--- config.mk ---
export PLATFORM = sky130hd
export DESIGN_NAME = pattern_stream_seq
export DESIGN_NICKNAME = d
export VERILOG_FILES = /design/src/sensor_emu_pkg.sv /design/src/pattern_stream_seq.sv
export VERILOG_INCLUDE_DIRS = /design/src
export SDC_FILE = /design/constraint.sdc
export NUM_CORES = 1
export LEC_CHECK = 0
export BUFFER_PORTS_ARGS = -buffer_cell sky130_fd_sc_hd__buf_2
export CORE_MARGIN = 2
export CORE_UTILIZATION = 36
export DETAILED_ROUTE_END_ITERATION = 12
export GPL_TIMING_DRIVEN = 0
export PLACE_DENSITY = 0.78
export SYNTH_ARGS = -nofsm -noshare
export SYNTH_HDL_FRONTEND = slang
export SYNTH_SLANG_ARGS = --single-unit
export TNS_END_PERCENT = 1
--- constraint.sdc ---
create_clock -name clk -period 2.2 [get_ports clk]
set_input_delay 0.11 -clock clk [delete_from_list [all_inputs] [get_ports clk]]
set_output_delay 0.11 -clock clk [all_outputs]
set_load 0.01 [all_outputs]
--- src/sensor_emu_defs.svh ---
/*
 * Sensor emulator constants
 * Pattern sizing, register indices and the module revision
 */
`ifndef SENSOR_EMU_DEFS_SVH
`define SENSOR_EMU_DEFS_SVH

// ==========================================================================
// Pattern store sizing
// ==========================================================================

// Width of one pattern entry
`define SE_PATTERN_W 32

// Entries held by each store
`define SE_DEPTH 256

// Entry count, wide enough for an empty and a completely full store
`define SE_COUNT_W 9

// ==========================================================================
// Register map
// ==========================================================================

`define SE_REG_REV       3'd0
`define SE_REG_FIFO_CTL  3'd1
`define SE_REG_LOAD_F0   3'd2
`define SE_REG_LOAD_F1   3'd3
`define SE_REG_START     3'd4
`define SE_REG_HARD_STOP 3'd5

// Bumped whenever the register map changes
`define SE_MODULE_REV 32'd1

`endif

--- src/sensor_emu_pkg.sv ---
/*
 * Sensor emulator types
 * Pattern payload, entry counts, store masks and the host register port
 */
`include "sensor_emu_defs.svh"

package sensor_emu_pkg;

   // One pattern entry
   typedef logic [`SE_PATTERN_W-1:0] pattern_t;

   // Number of entries in a store
   typedef logic [`SE_COUNT_W-1:0] count_t;

   // Store mask
   // Bit 0 is store 0, bit 1 is store 1, zero means no store
   typedef logic [1:0] store_sel_t;

   // ========================================================================
   // Host register port
   // ========================================================================

   // Command from the host, each strobe high for a single cycle
   typedef struct packed {
      logic       wr;
      logic       rd;
      logic [2:0] idx;
      pattern_t   wdata;
   } reg_req_t;

   // Response, valid for one cycle after every strobe
   typedef struct packed {
      logic     valid;
      logic     err;
      pattern_t rdata;
   } reg_rsp_t;

endpackage

--- src/pattern_stream_seq.sv ---
/*
 * Pattern stream sequencer
 * Picks the active store, counts the entries of each pass and
 * drives the valid/ready output stream
 */
`timescale 1ns/1ps

module pattern_stream_seq (
   input  logic                       clk,
   input  logic                       resetn,

   // From the register block
   input  sensor_emu_pkg::store_sel_t on_deck,
   input  logic                       hard_stop,

   // Store status
   input  sensor_emu_pkg::count_t     count_0,
   input  sensor_emu_pkg::count_t     count_1,
   input  sensor_emu_pkg::pattern_t   head_0,
   input  sensor_emu_pkg::pattern_t   head_1,

   // Store controls
   output logic                       pop_0,
   output logic                       pop_1,
   output logic                       rewind_0,
   output logic                       rewind_1,

   // Store now streaming
   output sensor_emu_pkg::store_sel_t active,

   // Output stream
   output sensor_emu_pkg::pattern_t   tdata,
   output logic                       tvalid,
   input  logic                       tready
);

   import sensor_emu_pkg::*;

   // Entries left in the current pass
   count_t pass_cnt;

   // Store and pass length picked from on_deck
   store_sel_t next_sel;
   count_t     next_cnt;

   logic fire;
   logic pass_end;

   // Valid drops in the same cycle as the stop strobe
   assign tvalid = (active != 2'b00) & ~hard_stop;
   assign fire   = tvalid & tready;
   assign tdata  = active[1] ? head_1 : head_0;

   // Each transfer advances the active store
   assign pop_0 = fire & active[0];
   assign pop_1 = fire & active[1];

   // A stopped store starts over from its first entry
   assign rewind_0 = hard_stop & active[0];
   assign rewind_1 = hard_stop & active[1];

   // Last entry of the pass leaves this cycle
   assign pass_end = fire & (pass_cnt == count_t'(1));

   // An on-deck store that was emptied is skipped
   always_comb begin
      next_sel = 2'b00;
      next_cnt = '0;
      if (on_deck == 2'b01 && count_0 != '0) begin
         next_sel = 2'b01;
         next_cnt = count_0;
      end else if (on_deck == 2'b10 && count_1 != '0) begin
         next_sel = 2'b10;
         next_cnt = count_1;
      end
   end

   // ========================================================================
   // Pass FSM
   // ========================================================================
   always_ff @(posedge clk) begin
      if (!resetn) begin
         active   <= 2'b00;
         pass_cnt <= '0;
      end else if (hard_stop) begin
         active <= 2'b00;
      end else if (active == 2'b00 || pass_end) begin
         // Idle or end of pass, repeat, switch or go idle
         active   <= next_sel;
         pass_cnt <= next_cnt;
      end else if (fire) begin
         pass_cnt <= pass_cnt - 1'b1;
      end
   end

endmodule

=== Word level (Yosys, flattened, before mapping) ===
Cells that the tools add are included.

* Output and inout port bits: 39
* Bits in registers: 11
* Input bits: 88

* Reductions and logical operators: 10
* Bitwise logic cells: 9
* $add $sub $neg: 1
* Mux-type cells: 7
* Equal/unequal tests: 3

{| class="wikitable"
|+ Operators by type and width
! operator !! number
|-
| 9-bit two-way mux || 4
|-
| 32-bit two-way mux || 1
|-
| 9-bit nonzero test || 2
|-
| 9-bit by 1-bit equality test with 1-bit output, second input constant || 1
|-
| 9-bit by 1-bit subtractor with 9-bit output, second input constant || 1
|-
| 1-bit bitwise AND || 7
|-
| 2-bit two-way mux || 2
|-
| 2-bit nonzero test || 2
|-
| 2-bit by 1-bit equality test with 1-bit output, second input constant || 1
|-
| 2-bit equality test, second input constant || 1
|-
| 1-bit logical AND || 2
|-
| 2-bit logical NOT || 1
|-
| 1-bit NOT || 2
|-
| 2-bit AND reduction || 1
|-
| 2-bit OR reduction || 1
|-
| 1-bit logical OR || 1
|}

=== Longest topological paths before layout ===
Gate-level depths: netlist of the first run.

* Word-level depth: 7
* Depth in mapped cells: 8
* Gate-level depth less buffers: 7

=== Worst setup path after synthesis of the first run ===
No wires, ideal clock.

* Path type: flip-flop to flip-flop
* From: reg pass_cnt[1]
* To: reg pass_cnt[7]
* Arrival time: 1.492 ns
* Slack: 0.581 ns
* Period minus slack after synthesis: 1.619 ns
* Cell stages (with the launch flop): 9
* Cells stage by stage: dfxtp_1 > inv_1 > ha_1 > nor4b_4 > a31o_1 > buf_4 > and3_1 > a221oi_1 > a21oi_1

* Cells in the longest elaborated chain, start to end: 5
* Elaborated cells on any way between the ends: 8
* Those cells by class: 1 x add/sub; 1 x eq/ne; 2 x mux; 1 x bitwise; 3 x reduce/logical

{| class="wikitable"
|+ RTL lines
! what !! line !! source
|-
| start, declared || pattern_stream_seq.sv:40 || <nowiki>count_t pass_cnt;</nowiki>
|-
| start signal, assigned || pattern_stream_seq.sv:90 || <nowiki>pass_cnt <= next_cnt;</nowiki>
|-
| start signal, assigned || pattern_stream_seq.sv:92 || <nowiki>pass_cnt <= pass_cnt - 1'b1;</nowiki>
|-
| branches (longest 5 deep; another with 9-bit by 1-bit subtractor with 9-bit output) || - ||
|}

Several ways; the timed one is not identified. The select of a mux whose other input is x is not followed.
A chain may end at the register's enable or synchronous reset.

=== Worst setup path after layout of the first run ===
* From: reg active[1]
* To: out tdata[6]

* Cells in the longest elaborated chain, start to end: 1

{| class="wikitable"
|+ RTL lines
! what !! line !! source
|-
| start, declared || pattern_stream_seq.sv:29 || <nowiki>output sensor_emu_pkg::store_sel_t active,</nowiki>
|-
| start signal, assigned || pattern_stream_seq.sv:89 || <nowiki>active <= next_sel;</nowiki>
|-
| 32-bit two-way mux || pattern_stream_seq.sv:52 || <nowiki>assign tdata = active[1] ? head_1 : head_0;</nowiki>
|-
| end, declared || pattern_stream_seq.sv:32 || <nowiki>output sensor_emu_pkg::pattern_t tdata,</nowiki>
|}

Every way passes these cells.

==> metrics.txt, run 1 <==
clock buffer depth=2; routed wire length=~4500 um; DP Cell Count=about 320; number of synthesized register bits=11; power share of the clock group=around 21%; NetSw=0.269 mW; CTS Root Cell=clkbuf_4; Core Region=3340 um^2; DRC=0; Max H-tree Level=1; number of vias per cell=between 5 and 6; Mapped Cells=roughly 150; clk slew on worst S/H paths=around 0.090 ns; global-route wire length before repair=7180 um; Internal Power=approximately 0.47 mW; share of the synthesized area in the top cell type=28.7%; GP Congestion=0.854; Startpoint Class=register; worst hold margin=between 0.07 and 0.08 ns; Distinct cells, synth=44; initial core utilization=roughly 38%; cells along the critical path=buf_2 -> buf_1 -> mux2_2 -> buf_2; Mean Syn Cell Area=a little over 8 um^2; HPWL Detailed=between 3000 and 4000 um; number of port buffers=125; Largest stage delay, worst path=0.46 ns; TritonCTS buffer count=3; die area=a little under 4000 um^2; Die Wd=~63 um; WL per Instance=about 14 um; Leak=slightly below 1 nW; vias in the first global route=about 1,600; Overall Global Routing Usage=a little over a fifth; DIE HEIGHT=around 63 um; asr flop ratio synth=0%; minimum clock period=around 1.9 ns; initial antenna violation count=0; routed vias=between 1,500 and 2,000; relative slew slack=approximately three fifths; worst r2r path cells=8; Routed Antenna Nets=0; proportion of layout cells with a drive suffix above 1=around three fifths; critical-path maximum fanout=10; Power Dens Cells=~380 nW/um^2; Fin. Hold Viols=0; clk_lat worst skew=~0.28 ns; Post-Syn Nets=~240; dominant cells by area after synthesis=mux2_2 (29%), dfxtp_1 (18%), nor2_1 (5.4%), o21ai_0 (3.6%), a21oi_1 (2.4%); Synth Flop Type=dfxtp_1; Slew Viols, Final=0; Highest Clock Rate=between 500 and 600 MHz; final total power=between 0.7 and 0.8 mW; CP endpoint kind=output port; Post-Syn Area=approximately 1300 um^2; Yosys warning total=0; EDFF count, synth=0; Layout area overhead=56.5%; Sequential Area=220 um^2; area leader, netlist=mux2_2; largest net degree at the start of global routing=11; combinational share of power=between 40% and 50%; Clock Sinks=11; hold path cells=3; Least-Margin Pin Slew=0.575 ns; Sw Share=a little over a third; RSZ-0062 raised after global routing=false; Crit Path Class=register to output port; Final WS setup=~0.27 ns; Max Cap Violations=0; Post-CTS Resized=0; Post-CTS Setup Repair Bufs=0; status=finished, final reports clean; Ports=~130; Worst Hold Class=primary input to register; sequential share of power=31.7%; CP max-delay cell=buf_1; worst vdd ir=228 uV; sequential area share after synthesis=around 18%; # setup viols final=0; # fillers=roughly 330; pre-CTS setup slack=about 0.40 ns; period utilization=between 80% and 90%; initial DRC count=56; Post-Layout Cell Count=327; Final Util=between 50% and 60%; diode count=0; fin nets=around 370; drt first pass iters=4; cts hold-fix bufs=0; critical path required time=~2.1 ns; Post-DP Area=approximately 1900 um^2; design area=slightly below 2000 um^2; CP dominant cell by count=buf_2; clk_skew=around 0.011 ns; Arrival @ worst endpoint=roughly 1.8 ns; area of the multi-input gates=between 900 and 1000 um^2; total negative setup slack=0 ns; # rows=21; CTS tree=built; grt ovf=0; R2R setup slack=about 0.37 ns
-- Yosys cell counts, drive strengths merged, types with 3 or more instances --
library cell,number
a21oi,6
a221oi,3
a22oi,4
a31oi,3
and2,4
and3,3
buf,6
dfxtp,11
inv,3
mux2,32
nand2,4
nand3,5
nor2,19
nor2b,3
nor3,7
nor4,4
o21ai,10
-- cell families (layout without fill, tap and decap cells) --
logic type                 Yosys count  count (layout)  share of synthesized area, %
and+or+nand+nor                     56              56                          26.0
AOI/OAI and AO/OA                   37              37                          19.8
muxes                               33              33                          29.5
DFF                                 11              11                          17.5
buffers and inverters               11             140                          3.79
adders and majority gates            2               2                          1.99
xor gates and xnor gates             2               2                          1.39
-- power by group through the flow --
| stage | clock network, mW | logic (mW) | registers [mW] |
|---|---|---|---|
| floorplan | 0 | 0.199 | 0.234 |
| global placement | 0 | 0.343 | 0.238 |
| detailed placement | 0 | 0.350 | 0.238 |
| CTS | 0.150 | 0.352 | 0.233 |
| global route | 0.154 | 0.385 | 0.236 |
| finish | 0.151 | 0.353 | 0.233 |
-- placed cells by master (no fill, tap or decap), types with 4 or more instances in the layout --
| master | instances |
|---|---|
| buf_2 | 127 |
| mux2_2 | 32 |
| nor2_1 | 18 |
| dfxtp_1 | 11 |
| o21ai_0 | 9 |
| a21oi_1 | 6 |
| nor3_1 | 6 |
| nand3_1 | 5 |
| and2_1 | 4 |
| a22oi_1 | 4 |
| nand2_1 | 4 |
-- sequential cells by signal (all words and copies together) (netlist names) --
name	flops
pass_cnt	9
active	2
-- worst paths after layout --
kind            endpoint   startpoint
max             tdata[6]    active[1]
min          pass_cnt[6]   count_0[6]
max reg2reg  pass_cnt[6]  pass_cnt[1]
min reg2reg  pass_cnt[0]  pass_cnt[0]
-- worst max-delay path: cells and delay by family, from the launching register on --
| kind | cells | cell delay, ns |
|---|---|---|
| DFF | 1 | 0.32 |
| buffers and inverters | 3 | 0.81 |
| muxes | 1 | 0.41 |
-- final cells by class --
cell class / count / area share (%)
clock buffers: 4 / 1.34
flip-flops and latches: 11 / 11.2
multi-input cells: 130 / 50.3
repair buffers: 125 / 31.8
plain buffers: 8 / 1.85
well taps: 46 / 2.93
inverters: 3 / 0.573
-- layer usage --
layer  GRT usage, %  vias to the layer above  share of wire (%)
met5              0                        -                  0
met1           27.6                      785                 40
met3           1.61                        6                7.0
met2           39.2                       82                 52
li1               -                      829                  -
met4           6.39                        0                1.2
(Power assumes the default switching activity.)
==> inputs of run 2 (changes only) <==
--- a/config.mk
+++ b/config.mk
@@ -7,8 +7,10 @@
 export NUM_CORES = 1
 export LEC_CHECK = 0
 export BUFFER_PORTS_ARGS = -buffer_cell sky130_fd_sc_hd__buf_2
+export CELL_PAD_IN_SITES_DETAIL_PLACEMENT = 0
+export CELL_PAD_IN_SITES_GLOBAL_PLACEMENT = 2
 export CORE_MARGIN = 2
-export CORE_UTILIZATION = 36
+export CORE_UTILIZATION = 17
 export DETAILED_ROUTE_END_ITERATION = 12
 export GPL_TIMING_DRIVEN = 0
 export PLACE_DENSITY = 0.78
==> metrics.txt, run 2 (synthesis results as in run 1) <==
power share of the clock group=roughly a quarter; initial core utilization=between 10% and 20%; Overall Global Routing Usage=12.6%; Top Registers=pass_cnt: 9 flops, active: 2 flops; most flop-heavy register=pass_cnt; global-route wire length before repair=between 8000 and 9000 um; Worst Hold Class=primary input to register; # fillers=just over 800; Largest stage delay, worst path=~0.49 ns; max FFs per register=9; clk slew on worst S/H paths=approximately 0.050 ns; Max Cap Violations=0; routed wire length=about 5400 um; Power Dens Cells=about 390 nW/um^2; period utilization=88.5%; Hold Path Sink=pass_cnt[6]; Clock Sinks=11; worst r2r src=pass_cnt[0]; CP max-delay cell=buf_1; Crit Path Class=register to output port; Die Wd=90.0 um; Highest Clock Rate=around 510 MHz; cts hold-fix bufs=0; clk_skew=0.00138 ns; die area=between 8000 and 9000 um^2; HPWL Detailed=about 4500 um; vias in the first global route=1,538; Startpoint Class=register; Post-CTS Resized=0; Arrival @ worst endpoint=between 1.5 and 2 ns; clk_lat worst skew=0.24 ns; Post-Layout Cell Count=between 300 and 400; initial antenna violation count=0; Leak=about 0.97 nW; DP Cell Count=roughly 380; GP Congestion=0.741; Worst Min Path Start=count_0[6]; worst vdd ir=between 100 and 150 uV; most common cell after layout, fill and taps aside=buf_2; Sw Share=around 34%; CTS Root Cell=clkbuf_8; initial DRC count=87; total negative setup slack=0 ns; Slew Viols, Final=0; buffer and inverter count on the worst path=3; commonest cells after routing, fill and taps aside=buf_2 (127), mux2_2 (32), nor2_1 (18), dfxtp_1 (11), o21ai_0 (9); # setup viols final=0; R2R setup slack=approximately 0.34 ns; number of vias per cell=between 4 and 5; Layout area overhead=63.2%; Routed Antenna Nets=0; RSZ-0062 raised after global routing=false; DRC=0; r2r endpoint=pass_cnt[7]; CP dominant cell by count=buf_2; Final Util=28.4%; Fin. Hold Viols=0; Least-Margin Pin Slew=approximately 0.69 ns; DIE HEIGHT=approximately 90 um; hold path cells=3; Core Region=7210 um^2; Post-CTS Setup Repair Bufs=0; status=finished, final reports clean; largest net degree at the start of global routing=11; drt first pass iters=4; cells along the critical path=buf_2 -> buf_1 -> mux2_2 -> buf_2; worst r2r path cells=6; critical-path maximum fanout=10; proportion of layout cells with a drive suffix above 1=between 60% and 70%; clock buffer depth=2; diode count=0; critical path required time=between 2 and 2.5 ns; Internal Power=0.527 mW; minimum clock period=1.95 ns; relative slew slack=53.5%; fin nets=roughly 370; number of port buffers=125; Max H-tree Level=1; sequential share of power=roughly 29%; CTS tree=built; WL per Instance=around 14 um; TritonCTS buffer count=3; CP endpoint kind=output port; cell family with most CP delay=buffers and inverters; routed vias=1,649; Ports=between 100 and 150; # rows=31; grt ovf=0; NetSw=around 0.27 mW; combinational share of power=between 40% and 50%
## run 2: cell types whose count changed in the layout (fill, tap and decap cells not counted)
cell	delta
clkbuf_4	-3
clkbuf_8	+3
## run 2: per-layer routing
layer  part of all wire (%)  GRT usage, %
met1                     46          17.5
met3                    2.9         0.587
met2                     49          20.7
met4                    2.1          4.74
met5                      0             0
## run 2: worst max path at each step
stage	from	end	slack (ns)	cells after the start
3_5_place_dp	pass_cnt[1]	pass_cnt[6]	0.39	8
3_3_place_gp	pass_cnt[1]	pass_cnt[6]	0.35	8
4_1_cts	active[1]	tdata[22]	0.24	4
6_report	active[1]	tdata[22]	0.25	4
5_1_grt	active[1]	tdata[22]	0.13	4
2_1_floorplan	pass_cnt[1]	pass_cnt[7]	0.58	8
## run 2: stage by stage
stage | power, mW | hold WS [ns] | setup slack [ns] | cell area, um^2
6_report | 0.801 | 0.147 | 0.252 | 2050
3_5_place_dp | 0.597 | 0.387 | 0.394 | 2010
3_3_place_gp | 0.597 | 0.376 | 0.353 | 2010
5_1_grt | 0.853 | 0.148 | 0.135 | 2050
2_1_floorplan | 0.433 | 0.229 | 0.581 | 1260
4_1_cts | 0.807 | 0.139 | 0.236 | 2050
## run 2: power groups by stage
stage	Clock, mW	Sequential [mW]	Combinational [mW]
after floorplan	0	0.234	0.199
after detailed placement	0	0.238	0.359
after global placement	0	0.238	0.359
final	0.206	0.234	0.360
after global routing	0.225	0.237	0.392
after CTS	0.212	0.234	0.362
## run 2: area by class of cell
cell class	count	area [um^2]	area share (%)
inverter	3	11.3	0.549
multi-input combinational	130	988	48.2
tap	99	124	6.04
buffer	8	36.3	1.77
sequential	11	220	10.7
clock buffer	4	45.0	2.20
timing repair buffer	125	626	30.5
## run 2: worst min-delay path, stage by stage
cell	delay, ns
buf_2	0.12
a32oi_1	0.06
o31ai_1	0.06
