### src/sensor_emu_defs.svh
/*
 * Sensor emulator constants
 * Pattern sizing, register indices and the module revision
 */
`ifndef SENSOR_EMU_DEFS_SVH
`define SENSOR_EMU_DEFS_SVH

// ==========================================================================
// Pattern store sizing
// ==========================================================================

// Width of one pattern entry
`define SE_PATTERN_W 32

// Entries held by each store
`define SE_DEPTH 256

// Entry count, wide enough for an empty and a completely full store
`define SE_COUNT_W 9

// ==========================================================================
// Register map
// ==========================================================================

`define SE_REG_REV       3'd0
`define SE_REG_FIFO_CTL  3'd1
`define SE_REG_LOAD_F0   3'd2
`define SE_REG_LOAD_F1   3'd3
`define SE_REG_START     3'd4
`define SE_REG_HARD_STOP 3'd5

// Bumped whenever the register map changes
`define SE_MODULE_REV 32'd1

`endif

### src/sensor_emu_pkg.sv
/*
 * Sensor emulator types
 * Pattern payload, entry counts, store masks and the host register port
 */
`include "sensor_emu_defs.svh"

package sensor_emu_pkg;

   // One pattern entry
   typedef logic [`SE_PATTERN_W-1:0] pattern_t;

   // Number of entries in a store
   typedef logic [`SE_COUNT_W-1:0] count_t;

   // Store mask
   // Bit 0 is store 0, bit 1 is store 1, zero means no store
   typedef logic [1:0] store_sel_t;

   // ========================================================================
   // Host register port
   // ========================================================================

   // Command from the host, each strobe high for a single cycle
   typedef struct packed {
      logic       wr;
      logic       rd;
      logic [2:0] idx;
      pattern_t   wdata;
   } reg_req_t;

   // Response, valid for one cycle after every strobe
   typedef struct packed {
      logic     valid;
      logic     err;
      pattern_t rdata;
   } reg_rsp_t;

endpackage

### src/sensor_emu_regs.sv
/*
 * Sensor emulator register block
 * Decodes host writes and reads, drives store loads and clears
 * and holds the on-deck store selection
 */
`timescale 1ns/1ps
`include "sensor_emu_defs.svh"

module sensor_emu_regs (
   input  logic                       clk,
   input  logic                       resetn,

   // Host port
   input  sensor_emu_pkg::reg_req_t   req,
   output sensor_emu_pkg::reg_rsp_t   rsp,

   // Status from the stores and the sequencer
   input  sensor_emu_pkg::count_t     count_0,
   input  sensor_emu_pkg::count_t     count_1,
   input  sensor_emu_pkg::store_sel_t active,

   // Store controls
   output logic                       load_0,
   output logic                       load_1,
   output logic                       clear_0,
   output logic                       clear_1,
   output sensor_emu_pkg::pattern_t   load_data,

   // Sequencer controls
   output sensor_emu_pkg::store_sel_t on_deck,
   output logic                       hard_stop
);

   import sensor_emu_pkg::*;

   // Store mask carried by a START write
   store_sel_t start_sel;

   // Read data selected by the current index
   pattern_t read_word;

   assign start_sel = req.wdata[1:0];

   // ========================================================================
   // Write decode
   // ========================================================================
   always_ff @(posedge clk) begin
      // Store and stop controls are single cycle strobes
      load_0    <= 1'b0;
      load_1    <= 1'b0;
      clear_0   <= 1'b0;
      clear_1   <= 1'b0;
      hard_stop <= 1'b0;

      if (!resetn) begin
         on_deck <= 2'b00;
      end else if (req.wr) begin
         case (req.idx)
            `SE_REG_FIFO_CTL: begin
               // Bit 0 empties store 0 and bit 1 empties store 1
               // A streaming store keeps its contents
               clear_0 <= req.wdata[0] & ~active[0];
               clear_1 <= req.wdata[1] & ~active[1];
            end

            // Loads into the streaming store are dropped
            `SE_REG_LOAD_F0: load_0 <= ~active[0];
            `SE_REG_LOAD_F1: load_1 <= ~active[1];

            `SE_REG_START: begin
               case (start_sel)
                  // Let the stream run out after the current pass
                  2'b00: on_deck <= 2'b00;
                  // Only a store holding a pattern can be queued
                  2'b01: if (count_0 != '0) on_deck <= 2'b01;
                  2'b10: if (count_1 != '0) on_deck <= 2'b10;
                  // Both stores at once is refused
                  default: ;
               endcase
            end

            `SE_REG_HARD_STOP: begin
               // Nothing queued behind the stop
               on_deck   <= 2'b00;
               hard_stop <= 1'b1;
            end

            default: ;
         endcase
      end
   end

   // Entry handed to the store along with its load strobe
   always_ff @(posedge clk) begin
      if (req.wr && (req.idx == `SE_REG_LOAD_F0 || req.idx == `SE_REG_LOAD_F1)) begin
         load_data <= req.wdata;
      end
   end

   // ========================================================================
   // Read path
   // ========================================================================
   always_comb begin
      case (req.idx)
         `SE_REG_REV:     read_word = `SE_MODULE_REV;
         `SE_REG_LOAD_F0: read_word = pattern_t'(count_0);
         `SE_REG_LOAD_F1: read_word = pattern_t'(count_1);
         `SE_REG_START:   read_word = pattern_t'(active);
         // FIFO_CTL and HARD_STOP read back as zero
         default:         read_word = '0;
      endcase
   end

   // One response per strobe, one cycle later
   always_ff @(posedge clk) begin
      if (!resetn) begin
         rsp <= '0;
      end else begin
         rsp.valid <= req.wr | req.rd;
         // Indices past HARD_STOP are not decoded
         rsp.err   <= (req.wr | req.rd) & (req.idx > `SE_REG_HARD_STOP);
         rsp.rdata <= req.rd ? read_word : '0;
      end
   end

endmodule

### config.mk
export PLATFORM = sky130hd
export DESIGN_NAME = sensor_emu_regs
export DESIGN_NICKNAME = d
export VERILOG_FILES = /design/src/sensor_emu_pkg.sv /design/src/sensor_emu_regs.sv
export VERILOG_INCLUDE_DIRS = /design/src
export SDC_FILE = /design/constraint.sdc
export NUM_CORES = 1
export LEC_CHECK = 0
export BUFFER_PORTS_ARGS = -buffer_cell sky130_fd_sc_hd__buf_2
export CAP_MARGIN = 20
export CORE_MARGIN = 10
export CORE_UTILIZATION = 36
export DETAILED_ROUTE_END_ITERATION = 6
export HOLD_SLACK_MARGIN = 0.05
export PLACE_DENSITY = 0.74
export SYNTH_ARGS = -nofsm -noshare
export SYNTH_HDL_FRONTEND = slang
export SYNTH_SLANG_ARGS = --single-unit
export TNS_END_PERCENT = 100
### constraint.sdc
create_clock -name clk -period 1.87 [get_ports clk]
set_input_delay 0.374 -clock clk [delete_from_list [all_inputs] [get_ports clk]]
set_output_delay 0.374 -clock clk [all_outputs]
set_load 0.03 [all_outputs]
; Word-level counts from Yosys, hierarchy flattened
; Index checks and enable logic that the tools add are counted.
[word_totals]
register_bits = 73
in_bits = 59
elab_cells = 46
[classes]
order_cmp = 1
n_eq_ne = 10
n_mux = 6
n_bitwise = 6
n_reduce_logical = 13
[ops]
columns = op, count
row1 = 9-bit one-hot mux with 4 select lines, 1
row2 = 9-bit nonzero test, 2
row3 = 3-bit AND reduction, 3
row4 = "3-bit by 2-bit equality test with 1-bit output, second input constant", 2
row5 = "3-bit equality test, second input constant", 2
row6 = "3-bit inequality test, second input constant", 2
row7 = 2-bit one-hot mux with 3 select lines, 1
row8 = 5-bit AND reduction, 1
row9 = 2-bit two-way mux, 2
row10 = "4-bit by 1-bit inequality test with 1-bit output, second input constant", 1
row11 = 2-bit one-hot mux with 2 select lines, 1
row12 = 2-bit AND reduction, 2
row13 = 1-bit bitwise AND, 3
row14 = "3-bit by 1-bit equality test with 1-bit output, second input constant", 1
row15 = "3-bit > comparator, second input constant", 1
row16 = 3-bit zero test, 1
row17 = "2-bit by 1-bit equality test with 1-bit output, second input constant", 1
row18 = "2-bit equality test, second input constant", 1
row19 = 2-bit zero test, 1
row20 = 1-bit inverter, 2
row21 = 2-bit nonzero test, 1
row22 = 1-bit logical AND, 1
row23 = 1-bit logical OR, 1
row24 = 1-bit two-way mux, 1
row25 = 1-bit bitwise OR, 1

; Logic depth before layout (Yosys ltp)
; Gate-level depths: netlist (run 1).
[logic_depth]
depth_word = 4
depth_mapped = 4
depth_no_buf = 4

; Worst setup path before layout (run 1)
; Ideal clock, no wire load.
[synth_path]
kind = input to register
start = input port req[34] in the netlist's numbering
end = register load_data[0], enable pin
setup_time_ns = 0.392
t_arrival_ns = 1.408
required_time_ns = 1.478
slack_ns = 0.070
path_stages = 2
cell_sequence = and2b_1 -> and2_1
[synth_via]
elab_chain_len = 3
elab_cells_between_ends = 4
[synth_rtl]
columns = item, line_no
row1 = from (decl), sensor_emu_regs.sv:14  ; input sensor_emu_pkg::reg_req_t req,
row2 = 3-bit by 2-bit equality test with 1-bit output, --
row3 = 1-bit logical OR (no line) *, --
row4 = 1-bit logical AND *, sensor_emu_regs.sv:95  ; if (req.wr && (req.idx == `SE_REG_LOAD_F0 || req.idx == `SE_REG_LOAD_F1)) begin
row5 = to (signal assigned), sensor_emu_regs.sv:96  ; load_data <= req.wdata;
row6 = to (decl), sensor_emu_regs.sv:27  ; output sensor_emu_pkg::pattern_t load_data,
; Mark *: on every way between the ends. The rest lies on a longest branch, timed or not.
; A chain may end at the register's enable or synchronous reset.

; Final worst setup path (run 1)
[layout_path]
start = register load_data[0]
end = output port load_data[0]
; No word-level cell between the ends.

==> out/qor.txt, run 1 <==
cell at the slowest stage of the critical path -> edfxtp_1
Clk Latency, worst-skew pair -> 0.29 ns
initial antenna violation count -> 0
DR vias/cell -> 4.394
DRT Pass-1 Iters -> 4
VDD IR max -> 0.4203 mV
Num CTS Buffers -> 5
CP delay by family, top -> flip-flops
Slew Viols, Final -> 0
CP Class -> reg2out
type of the worst min-delay path -> in2reg
Starting DRT DRC Count -> 42
setup violators final -> 0
IO buf count -> 108
Global Route Usage Sum -> 0.1211
final core area utilization -> 0.5010
Setup Skew -> 0 ns
#FFs+latches synth -> 50
Cell Rows -> 26
Max Cap Violations -> 0
pwr/cell area -> 898.7 nW/um^2
layout net count -> 308
H-tree depth -> 2
commonest non-fill, non-tap cell in the layout -> buf_2
combinational share of power -> 0.143
Routability Congestion -> 0.8196
Internal -> 0.001710 W
clk sinks -> 50
Synth area leader -> edfxtp_1
post_cts resized -> 0
synthesized cell area -> 1879 um^2
dpl cell area -> 2432 um^2
via count -> 1,406
die height -> 92.25 um
Peak Freq -> 791.9 MHz
area grow syn2layout -> 35.29%
Core Area -> 5075 um^2
Required @ worst endpoint -> 1.50 ns
postcts setup bufs -> 0
routed length per instance -> 16.52 um
synth unique cells -> 28
fin area -> 2542 um^2
CTS root buffer -> clkbuf_8
CTS clock-pin slew for the worst setup and hold paths -> 0.09 ns
Final ANT Viol Nets -> 0
Min Hold Slack -> 0.2520 ns
DP Wirelength -> 4537 um
Yosys warnings -> 0
GRT Residual Overflow -> 0
Starting Density -> 0.3703
first-pass GRT wire length -> 8031 um
P_leak -> 1.159 nW
CTS tree -> built
Fin Setup TNS -> 0 ns
Crit path arrival time -> 0.89 ns
largest net degree at the start of global routing -> 33
die width -> 92.25 um
# DRC -> 0
Ports -> 132
post-synth top area share -> 0.5113
Buf+Inv Stages, Crit Path -> 1
most frequent cells in the layout -> buf_2, edfxtp_1, conb_1, dfxtp_1, nor2_1
CP max stage delay -> 0.40 ns
top post-synthesis cells by area -> edfxtp_1, dfxtp_1, buf_4, mux2i_1, nor2_1
Synth Instances -> 135
crit-path cells -> buf_2
die area -> 8510 um^2
Final Power -> 0.002285 W
RSZ-0062 raised after global routing -> false
Max Buffers Root-to-Sink -> 2
layout cell share with drive strength beyond 1 -> 0.4720
Hold-fix buffers, CTS -> 0
vias in the first global route -> 1,560
status -> completed
Antenna Cells -> 0
Final Critical Period -> 1.263 ns
CP Launch Type -> flop
Switch Pwr -> 0.0005750 W
period utilisation layout -> 0.6753
post-synthesis average cell area -> 13.92 um^2
switching fraction of total power -> 0.2517
Final Hold Viols -> 0
Clk pwr share -> 0.321
crit end category -> primary output
CP Max Fanout -> 1
register share of total power -> 0.537
Post-Route WL -> 5287 um
sequential fraction of the synthesis area -> 0.7031
## stage by stage
| step | setup slack (ns) | std cells |
|---|---|---|
| finish | 0.6072 | 320 |
| detailed placement | 0.3174 | 312 |
| CTS | 0.5736 | 320 |
| floorplan | 0.06954 | 157 |
| global route | 0.5611 | 320 |
| global placement | 0.3756 | 312 |
## path summary, 6_finish.rpt
check | slack (ns) | depth (start not counted) | to | startpoint
worst min register to register | 0.53 | 2 | on_deck[1] | on_deck[1]
worst max register to register | 0.98 | 3 | on_deck[0] | on_deck[0]
worst min-delay path | 0.25 | 1 | load_data[27] | req[27]
worst max-delay path | 0.61 | 1 | load_data[0] | load_data[0]
## routing by layer
metal  vias to the layer above  wire [um]  track usage
li1                        670          -            -
met5                         -          0            0
met3                         5        758      0.07661
met1                       625       2201       0.1369
met2                       106       2275       0.1876
met4                         0         51      0.03085
## power by group through the flow
stage               logic (W)  registers (W)  clock network, W
floorplan            0.000145        0.00134                 0
global placement     0.000325        0.00125                 0
detailed placement   0.000328        0.00125                 0
CTS                  0.000328        0.00123          0.000758
global route         0.000352        0.00123          0.000808
finish               0.000327        0.00123          0.000732
## cells by family after synthesis
family	after synthesis	synth area share
other	1	0.001995
buffers and inverters	26	0.09854
and+or+nand+nor	37	0.1065
DFF	50	0.7031
muxes	8	0.04328
AOI/OAI and AO/OA	13	0.04661
## flip-flops by register name (all words and copies together) (netlist names)
signal	cells
hard_stop	1
clear_0	1
clear_1	1
load_data	32
on_deck	2
rsp	11
load_1	1
load_0	1
## cell usage after synthesis (all sizes together)
master and n:
edfxtp 32, buf 24, dfxtp 18, nor2 12, mux2i 7, nand2 5, a21oi 4, nor3 4
nor4 4, a31oi 3, nand3 3, nor2b 3, inv 2, nand2b 2, a311o 1, a32oi 1
and2 1, and2b 1, conb 1, mux2 1, nor4b 1, nor4bb 1, o2111ai 1, o21a 1
o21ai 1, o41ai 1
## cell type report
type | instances | area, um^2
clock buffer | 6 | 72.57
fill | 485 | 2532
multi-input combinational | 81 | 455.4
inverter | 2 | 7.507
timing repair buffer | 109 | 560.5
clock inverter | 2 | 37.54
tap | 70 | 87.58
sequential | 50 | 1321
Note: power is estimated with default switching activity, not from simulation.
==> run 2: changes to the inputs <==
--- a/config.mk
+++ b/config.mk
@@ -6,13 +6,14 @@
 export SDC_FILE = /design/constraint.sdc
 export NUM_CORES = 1
 export LEC_CHECK = 0
+export ABC_AREA = 1
 export BUFFER_PORTS_ARGS = -buffer_cell sky130_fd_sc_hd__buf_2
 export CAP_MARGIN = 20
 export CORE_MARGIN = 10
-export CORE_UTILIZATION = 36
+export CORE_UTILIZATION = 40
 export DETAILED_ROUTE_END_ITERATION = 6
 export HOLD_SLACK_MARGIN = 0.05
-export PLACE_DENSITY = 0.74
+export PLACE_DENSITY = 0.78
 export SYNTH_ARGS = -nofsm -noshare
 export SYNTH_HDL_FRONTEND = slang
 export SYNTH_SLANG_ARGS = --single-unit
==> constraint.sdc (replaced) <==
create_clock -name clk -period 1.2 [get_ports clk]
set_input_delay 0.24 -clock clk [delete_from_list [all_inputs] [get_ports clk]]
set_output_delay 0.24 -clock clk [all_outputs]
set_load 0.03 [all_outputs]
==> run 2 against run 1 <==
Against the previous run: combinational power rose by 65%; final cell count rose by 1.6%; via count rose by 7.4%; wire length rose by 4.9%; critical path depth did not move; clock skew did not move; hold slack got worse by 0.13 ns; sequential share of layout area fell by 0.33 points; sequential power rose by 56%; first-iteration DRC count fell by 19%; largest power group unchanged.
==> out/qor.txt, run 2 <==
worst setup margin -> 0.09412 ns (was 0.6072 ns)
CP Class -> reg2out (unchanged)
commonest non-fill, non-tap cell in the layout -> buf_2 (unchanged)
CTS root buffer -> clkbuf_8 (unchanged)
dpl ws -> -0.02154 ns (was 0.3174 ns)
Final Power -> 0.003608 W (was 0.002285 W)
Largest register FFs -> 32 (unchanged)
CP max stage delay -> 0.38 ns (was 0.40 ns)
die area -> 7823 um^2 (was 8510 um^2)
P_leak -> 1.206 nW (was 1.159 nW)
Num CTS Buffers -> 5 (unchanged)
post-synthesis average cell area -> 12.17 um^2 (was 13.92 um^2)
CTS tree -> built (unchanged)
Top reg by flops -> load_data (unchanged)
area grow syn2layout -> 36.52% (was 35.29%)
Crit path arrival time -> 0.87 ns (was 0.89 ns)
most frequent cells in the layout -> buf_2, edfxtp_1, conb_1, nor2_1, dfxtp_1 (was buf_2, edfxtp_1, conb_1, dfxtp_1, nor2_1)
Final ANT Viol Nets -> 0 (unchanged)
VDD IR max -> 0.6264 mV (was 0.4203 mV)
post-synth top area share -> 0.5127 (was 0.5113)
Synth Area in Adders -> 0 (unchanged)
pwr/cell area -> 1410 nW/um^2 (was 898.7 nW/um^2)
Routability Congestion -> 0.8565 (was 0.8196)
crit-path cells -> buf_2 (unchanged)
Synth area leader -> edfxtp_1 (unchanged)
commonest cells in the netlist -> edfxtp_1, buf_4, nor2_1 (was edfxtp_1, buf_4, dfxtp_1)
CP Launch Type -> flop (unchanged)
period utilisation layout -> 0.9216
die height -> 88.45 um (was 92.25 um)
XOR/XNOR Fraction of Synth Area -> 0 (unchanged)
Buf+Inv Stages, Crit Path -> 1 (unchanged)
IO buf count -> 108 (unchanged)
Final Critical Period -> 1.106 ns
Post-Synth Simple-Gate Area -> 0.1362 (was 0.1065)
layout cell share with drive strength beyond 1 -> 0.4579 (was 0.4720)
asr flop ratio synth -> 0 (unchanged)
sequential fraction of the synthesis area -> 0.7049 (was 0.7031)
crit end category -> primary output (unchanged)
postcts setup bufs -> 0 (unchanged)
initial antenna violation count -> 0 (unchanged)
Core Area -> 4444 um^2 (was 5075 um^2)
vias in the first global route -> 1,631 (was 1,560)
layout net count -> 331 (was 308)
top post-synthesis cells by area -> edfxtp_1, dfxtp_1, buf_4, nor2_1, nand2_1 (was edfxtp_1, dfxtp_1, buf_4, mux2i_1, nor2_1)
dpl cells -> 317 (was 312)
clk sinks -> 50 (unchanged)
Setup Skew -> 0 ns (unchanged)
type of the worst min-delay path -> in2reg (unchanged)
CTS clock-pin slew for the worst setup and hold paths -> 0.08 ns (was 0.09 ns)
Yosys warnings -> 0 (unchanged)
Ports -> 132 (unchanged)
largest net degree at the start of global routing -> 33 (unchanged)
Starting DRT DRC Count -> 34 (was 42)
final core area utilization -> 0.5757 (was 0.5010)
Peak Freq -> 904.3 MHz
H-tree depth -> 2 (unchanged)
Antenna Cells -> 0 (unchanged)
DRT Pass-1 Iters -> 4 (unchanged)
Starting Density -> 0.4217 (was 0.3703)
Compound-Gate Fraction of Synth Area -> 0.04473 (was 0.04660)
Synth Instances -> 154 (was 135)
Global Route Usage Sum -> 0.1339 (was 0.1211)
Required @ worst endpoint -> 0.96 ns (was 1.50 ns)
Min Hold Slack -> 0.1198 ns (was 0.2520 ns)
Cell Rows -> 24 (was 26)
synthesized cell area -> 1874 um^2 (was 1879 um^2)
first-pass GRT wire length -> 8045 um (was 8031 um)
via count -> 1,510 (was 1,406)
synth unique cells -> 21 (was 28)
Hold-fix buffers, CTS -> 0 (unchanged)
DP Wirelength -> 4718 um (was 4537 um)
# DRC -> 0 (unchanged)
Post-synth EDFFs -> 32 (unchanged)
routed length per instance -> 17.07 um (was 16.52 um)
CP delay by family, top -> flip-flops (unchanged)
CP Max Fanout -> 1 (unchanged)
Finished Layout Cells -> 325 (was 320)
GRT Residual Overflow -> 0 (unchanged)
status -> completed (unchanged)
multiplexer area fraction after synthesis -> 0 (was 0.04328)
Max Buffers Root-to-Sink -> 2 (unchanged)
largest family of logic cells by synthesized area -> simple AND/OR/NAND/NOR gates (unchanged)
cell at the slowest stage of the critical path -> edfxtp_1 (unchanged)
Largest regs -> load_data: 32 flops, rsp: 11 flops, on_deck: 2 flops (unchanged)
Slew Viols, Final -> 0 (unchanged)
Clk Latency, worst-skew pair -> 0.29 ns (about the same)
Most used DFF post-synth -> edfxtp_1 (unchanged)
most numerous cell in the Yosys netlist -> edfxtp_1 (unchanged)
Max Cap Violations -> 0 (unchanged)
DR vias/cell -> 4.646 (was 4.394)
setup violators final -> 0 (unchanged)
#FFs+latches synth -> 50 (unchanged)
RSZ-0062 raised after global routing -> false (unchanged)
die width -> 88.45 um (was 92.25 um)
Final Hold Viols -> 0 (unchanged)
post_cts resized -> 0 (unchanged)
filler instances -> 392 (was 485)
Post-Route WL -> 5547 um (was 5287 um)
[run 2: logic make-up after synthesis]
group / count (synthesis)
flip-flops: 50
buffers and inverters: 33
AO/OA/AOI/OAI: 13
AND/OR/NAND/NOR: 57
other: 1
[run 2: through the flow]
step / area (um^2) / TNS [ns]
final: 2559 / 0
after global routing: 2559 / 0
after CTS: 2559 / 0
after detailed placement: 2449 / -0.2146
after global placement: 2449 / -0.01378
after floorplan: 1973 / -3.662
[run 2: final cells by class]
| cell class | count | area [um^2] | area share |
|---|---|---|---|
| Sequential cell | 50 | 1321 | 0.5164 |
| Multi-Input combinational cell | 93 | 437.9 | 0.1711 |
| Clock inverter | 2 | 37.54 | 0.01467 |
| Clock buffer | 6 | 72.57 | 0.02836 |
| Timing Repair Buffer | 112 | 583.1 | 0.2279 |
| Tap cell | 52 | 65.06 | 0.02543 |
| Inverter | 10 | 41.29 | 0.01614 |
[run 2: path summary, 6_finish.rpt]
check / end / depth (start not counted) / startpoint / slack, ns
setup / recovery: load_data[19] / 1 / load_data[19] / 0.09
hold / removal: load_data[14] / 1 / req[14] / 0.12
setup reg to reg: on_deck[0] / 2 / on_deck[0] / 0.62
hold reg to reg: on_deck[1] / 2 / on_deck[1] / 0.49
[run 2: report_power, final]
| group | switching [W] | total (W) | internal [W] |
|---|---|---|---|
| combinational | 0.000386 | 0.000538 | 0.000152 |
| clock | 0.000532 | 0.00115 | 0.000622 |
| sequential | 0.0000161 | 0.00192 | 0.00190 |
| total | 0.000934 | 0.00361 | 0.00267 |
[run 2: worst reg2reg max path, delay by kind of cell, from the launching register on]
kind | cells | cell delay (ns)
flops | 1 | 0.33
compound gates | 1 | 0.11
simple gates | 1 | 0.05
[run 2: metal layers]
| metal | part of all wire | global-route usage | up-vias |
|---|---|---|---|
| li1 | - | - | 714 |
| met1 | 0.42 | 0.1503 | 679 |
| met2 | 0.45 | 0.2264 | 115 |
| met3 | 0.13 | 0.06066 | 2 |
| met4 | 0.0045 | 0.03524 | 0 |
| met5 | 0 | 0 | - |
==> run 3: changes to the inputs <==
--- a/config.mk
+++ b/config.mk
@@ -13,7 +13,7 @@
 export CORE_UTILIZATION = 40
 export DETAILED_ROUTE_END_ITERATION = 6
 export HOLD_SLACK_MARGIN = 0.05
-export PLACE_DENSITY = 0.78
+export PLACE_DENSITY = 0.88
 export SYNTH_ARGS = -nofsm -noshare
 export SYNTH_HDL_FRONTEND = slang
 export SYNTH_SLANG_ARGS = --single-unit
==> run 3 against run 2 <==
Against the previous run: total power decreased by 5.9%; worst setup slack got worse by 0.015 ns; utilization decreased by 0.34 points; sequential power about the same; clock power decreased by 18%; global-route usage decreased by 0.12 points; count of clock-buffer cells in the layout unchanged; first-iteration DRC count increased by 85%; critical endpoint is now load_data[23]; highest routed layer unchanged.
==> out/qor.txt, run 3 (synthesis results as in run 2) <==
GRT Residual Overflow -> 0 (unchanged)
worst setup margin -> 0.07953 ns (was 0.09412 ns)
Buf+Inv Stages, Crit Path -> 1 (unchanged)
Crit path arrival time -> 0.88 ns (was 0.87 ns)
CP max stage delay -> 0.40 ns (was 0.38 ns)
Num CTS Buffers -> 5 (unchanged)
via count -> 1,517 (was 1,510)
Largest register FFs -> 32 (unchanged)
Starting Density -> 0.4217 (unchanged)
layout net count -> 332 (was 331)
Antenna Cells -> 0 (unchanged)
worst hold stages -> 1 (unchanged)
H-tree depth -> 2 (unchanged)
routed length per instance -> 17.06 um (was 17.07 um)
Max Buffers Root-to-Sink -> 2 (unchanged)
Top reg by flops -> load_data (unchanged)
CP Max Fanout -> 1 (unchanged)
Core Area -> 4444 um^2 (unchanged)
DR vias/cell -> 4.653 (was 4.646)
Starting DRT DRC Count -> 63 (was 34)
largest net degree at the start of global routing -> 24 (was 33)
crit-path cells -> buf_2 (unchanged)
DRT Pass-1 Iters -> 4 (unchanged)
Internal -> 0.002464 W (was 0.002673 W)
DP Wirelength -> 4698 um (was 4718 um)
RSZ-0062 raised after global routing -> false (unchanged)
fin area -> 2544 um^2 (was 2559 um^2)
pwr/cell area -> 1334 nW/um^2 (was 1410 nW/um^2)
cell at the slowest stage of the critical path -> edfxtp_1 (unchanged)
CTS clock-pin slew for the worst setup and hold paths -> 0.09 ns (was 0.08 ns)
IO buf count -> 108 (unchanged)
die width -> 88.45 um (unchanged)
Routability Congestion -> 0.8578 (was 0.8565)
most frequent cells in the layout -> buf_2, edfxtp_1, conb_1, nor2_1, dfxtp_1 (unchanged)
post_cts resized -> 0 (unchanged)
vias in the first global route -> 1,625 (was 1,631)
die area -> 7823 um^2 (unchanged)
Levels on crit path -> 1 (unchanged)
die height -> 88.45 um (unchanged)
CP Class -> reg2out (unchanged)
crit end category -> primary output (unchanged)
type of the worst min-delay path -> in2reg (unchanged)
Global Route Usage Sum -> 0.1327 (was 0.1339)
first-pass GRT wire length -> 7935 um (was 8045 um)
dpl ws -> -0.03481 ns (was -0.02154 ns)
commonest non-fill, non-tap cell in the layout -> buf_2 (unchanged)
Largest regs -> load_data: 32 flops, rsp: 11 flops, on_deck: 2 flops (unchanged)
CTS root buffer -> clkbuf_8 (unchanged)
P_leak -> 1.197 nW (was 1.206 nW)
VDD IR max -> 0.4403 mV (was 0.6264 mV)
Required @ worst endpoint -> 0.96 ns (about the same)
Ports -> 132 (unchanged)
CTS tree -> built (unchanged)
Final Critical Period -> 1.120 ns (was 1.106 ns)
Final Power -> 0.003394 W (was 0.003608 W)
layout cell share with drive strength beyond 1 -> 0.4599 (was 0.4579)
Hold-fix buffers, CTS -> 0 (unchanged)
Setup Skew -> 0 ns (unchanged)
Switch Pwr -> 0.0009301 W (was 0.0009343 W)
area grow syn2layout -> 35.71% (was 36.52%)
CP Launch Type -> flop (unchanged)
Cell Rows -> 24 (unchanged)
register share of total power -> 0.564 (was 0.531)
# DRC -> 0 (unchanged)
Finished Layout Cells -> 326 (was 325)
Clk pwr share -> 0.277 (was 0.320)
Slew Viols, Final -> 0 (unchanged)
CP delay by family, top -> flip-flops (unchanged)
status -> completed (unchanged)
FF-to-FF path depth -> 2 (unchanged)
Final Hold Viols -> 0 (unchanged)
Peak Freq -> 892.5 MHz (was 904.3 MHz)
clk sinks -> 50 (unchanged)
switching fraction of total power -> 0.2740 (was 0.2590)
Clk Latency, worst-skew pair -> 0.29 ns (about the same)
initial antenna violation count -> 0 (unchanged)
period utilisation layout -> 0.9337 (was 0.9216)
Final ANT Viol Nets -> 0 (unchanged)
postcts setup bufs -> 0 (unchanged)
setup violators final -> 0 (unchanged)
dpl cells -> 318 (was 317)
Post-Route WL -> 5563 um (was 5547 um)
Max Cap Violations -> 0 (unchanged)
dpl cell area -> 2456 um^2 (was 2449 um^2)
combinational share of power -> 0.159 (was 0.149)
run 3: cell count changes in the layout (fill, tap and decap cells not counted):
cell | previous run | this run
clkinvlp_4 | 2 | 3
buf_4 | 3 | 4
bufinv_16 | 1 | 0
run 3: worst paths after layout:
kind,start,endpoint,slack [ns]
worst max register to register,on_deck[1],on_deck[1],0.59
worst min register to register,on_deck[0],on_deck[0],0.50
worst min-delay path,req[10],load_data[10],0.12
worst max-delay path,load_data[23],load_data[23],0.08
run 3: through the flow:
| step | hold WS, ns | util | TNS (ns) |
|---|---|---|---|
| final | 0.1165 | 0.5724 | 0 |
| after global placement | 0.4163 | 0.5526 | -0.001039 |
| after global routing | 0.09936 | 0.5724 | 0 |
| after floorplan | 0.3168 | - | -3.662 |
| after CTS | 0.1066 | 0.5724 | 0 |
| after detailed placement | 0.4181 | 0.5526 | -0.04835 |
run 3: cell type report:
type / instances / area (um^2)
Fill cell: 385 / 1901
Inverter: 10 / 41.29
Clock buffer: 6 / 72.57
Timing Repair Buffer: 113 / 590.6
Sequential cell: 50 / 1321
Clock inverter: 2 / 15.01
Tap cell: 52 / 65.06
Multi-Input combinational cell: 93 / 437.9
run 3: routing by layer:
layer	wire length [um]	global-route usage
met1	2259	0.1407
met2	2414	0.2204
met3	830	0.07537
met4	58	0.04112
met5	0	0
run 3: power groups by stage:
stage / sequential [W] / combinational, W / clock (W)
after floorplan: 0.00210 / 0.000234 / 0
after CTS: 0.00192 / 0.000540 / 0.000967
after global routing: 0.00192 / 0.000581 / 0.00103
final: 0.00192 / 0.000540 / 0.000939
after global placement: 0.00195 / 0.000529 / 0
after detailed placement: 0.00196 / 0.000539 / 0
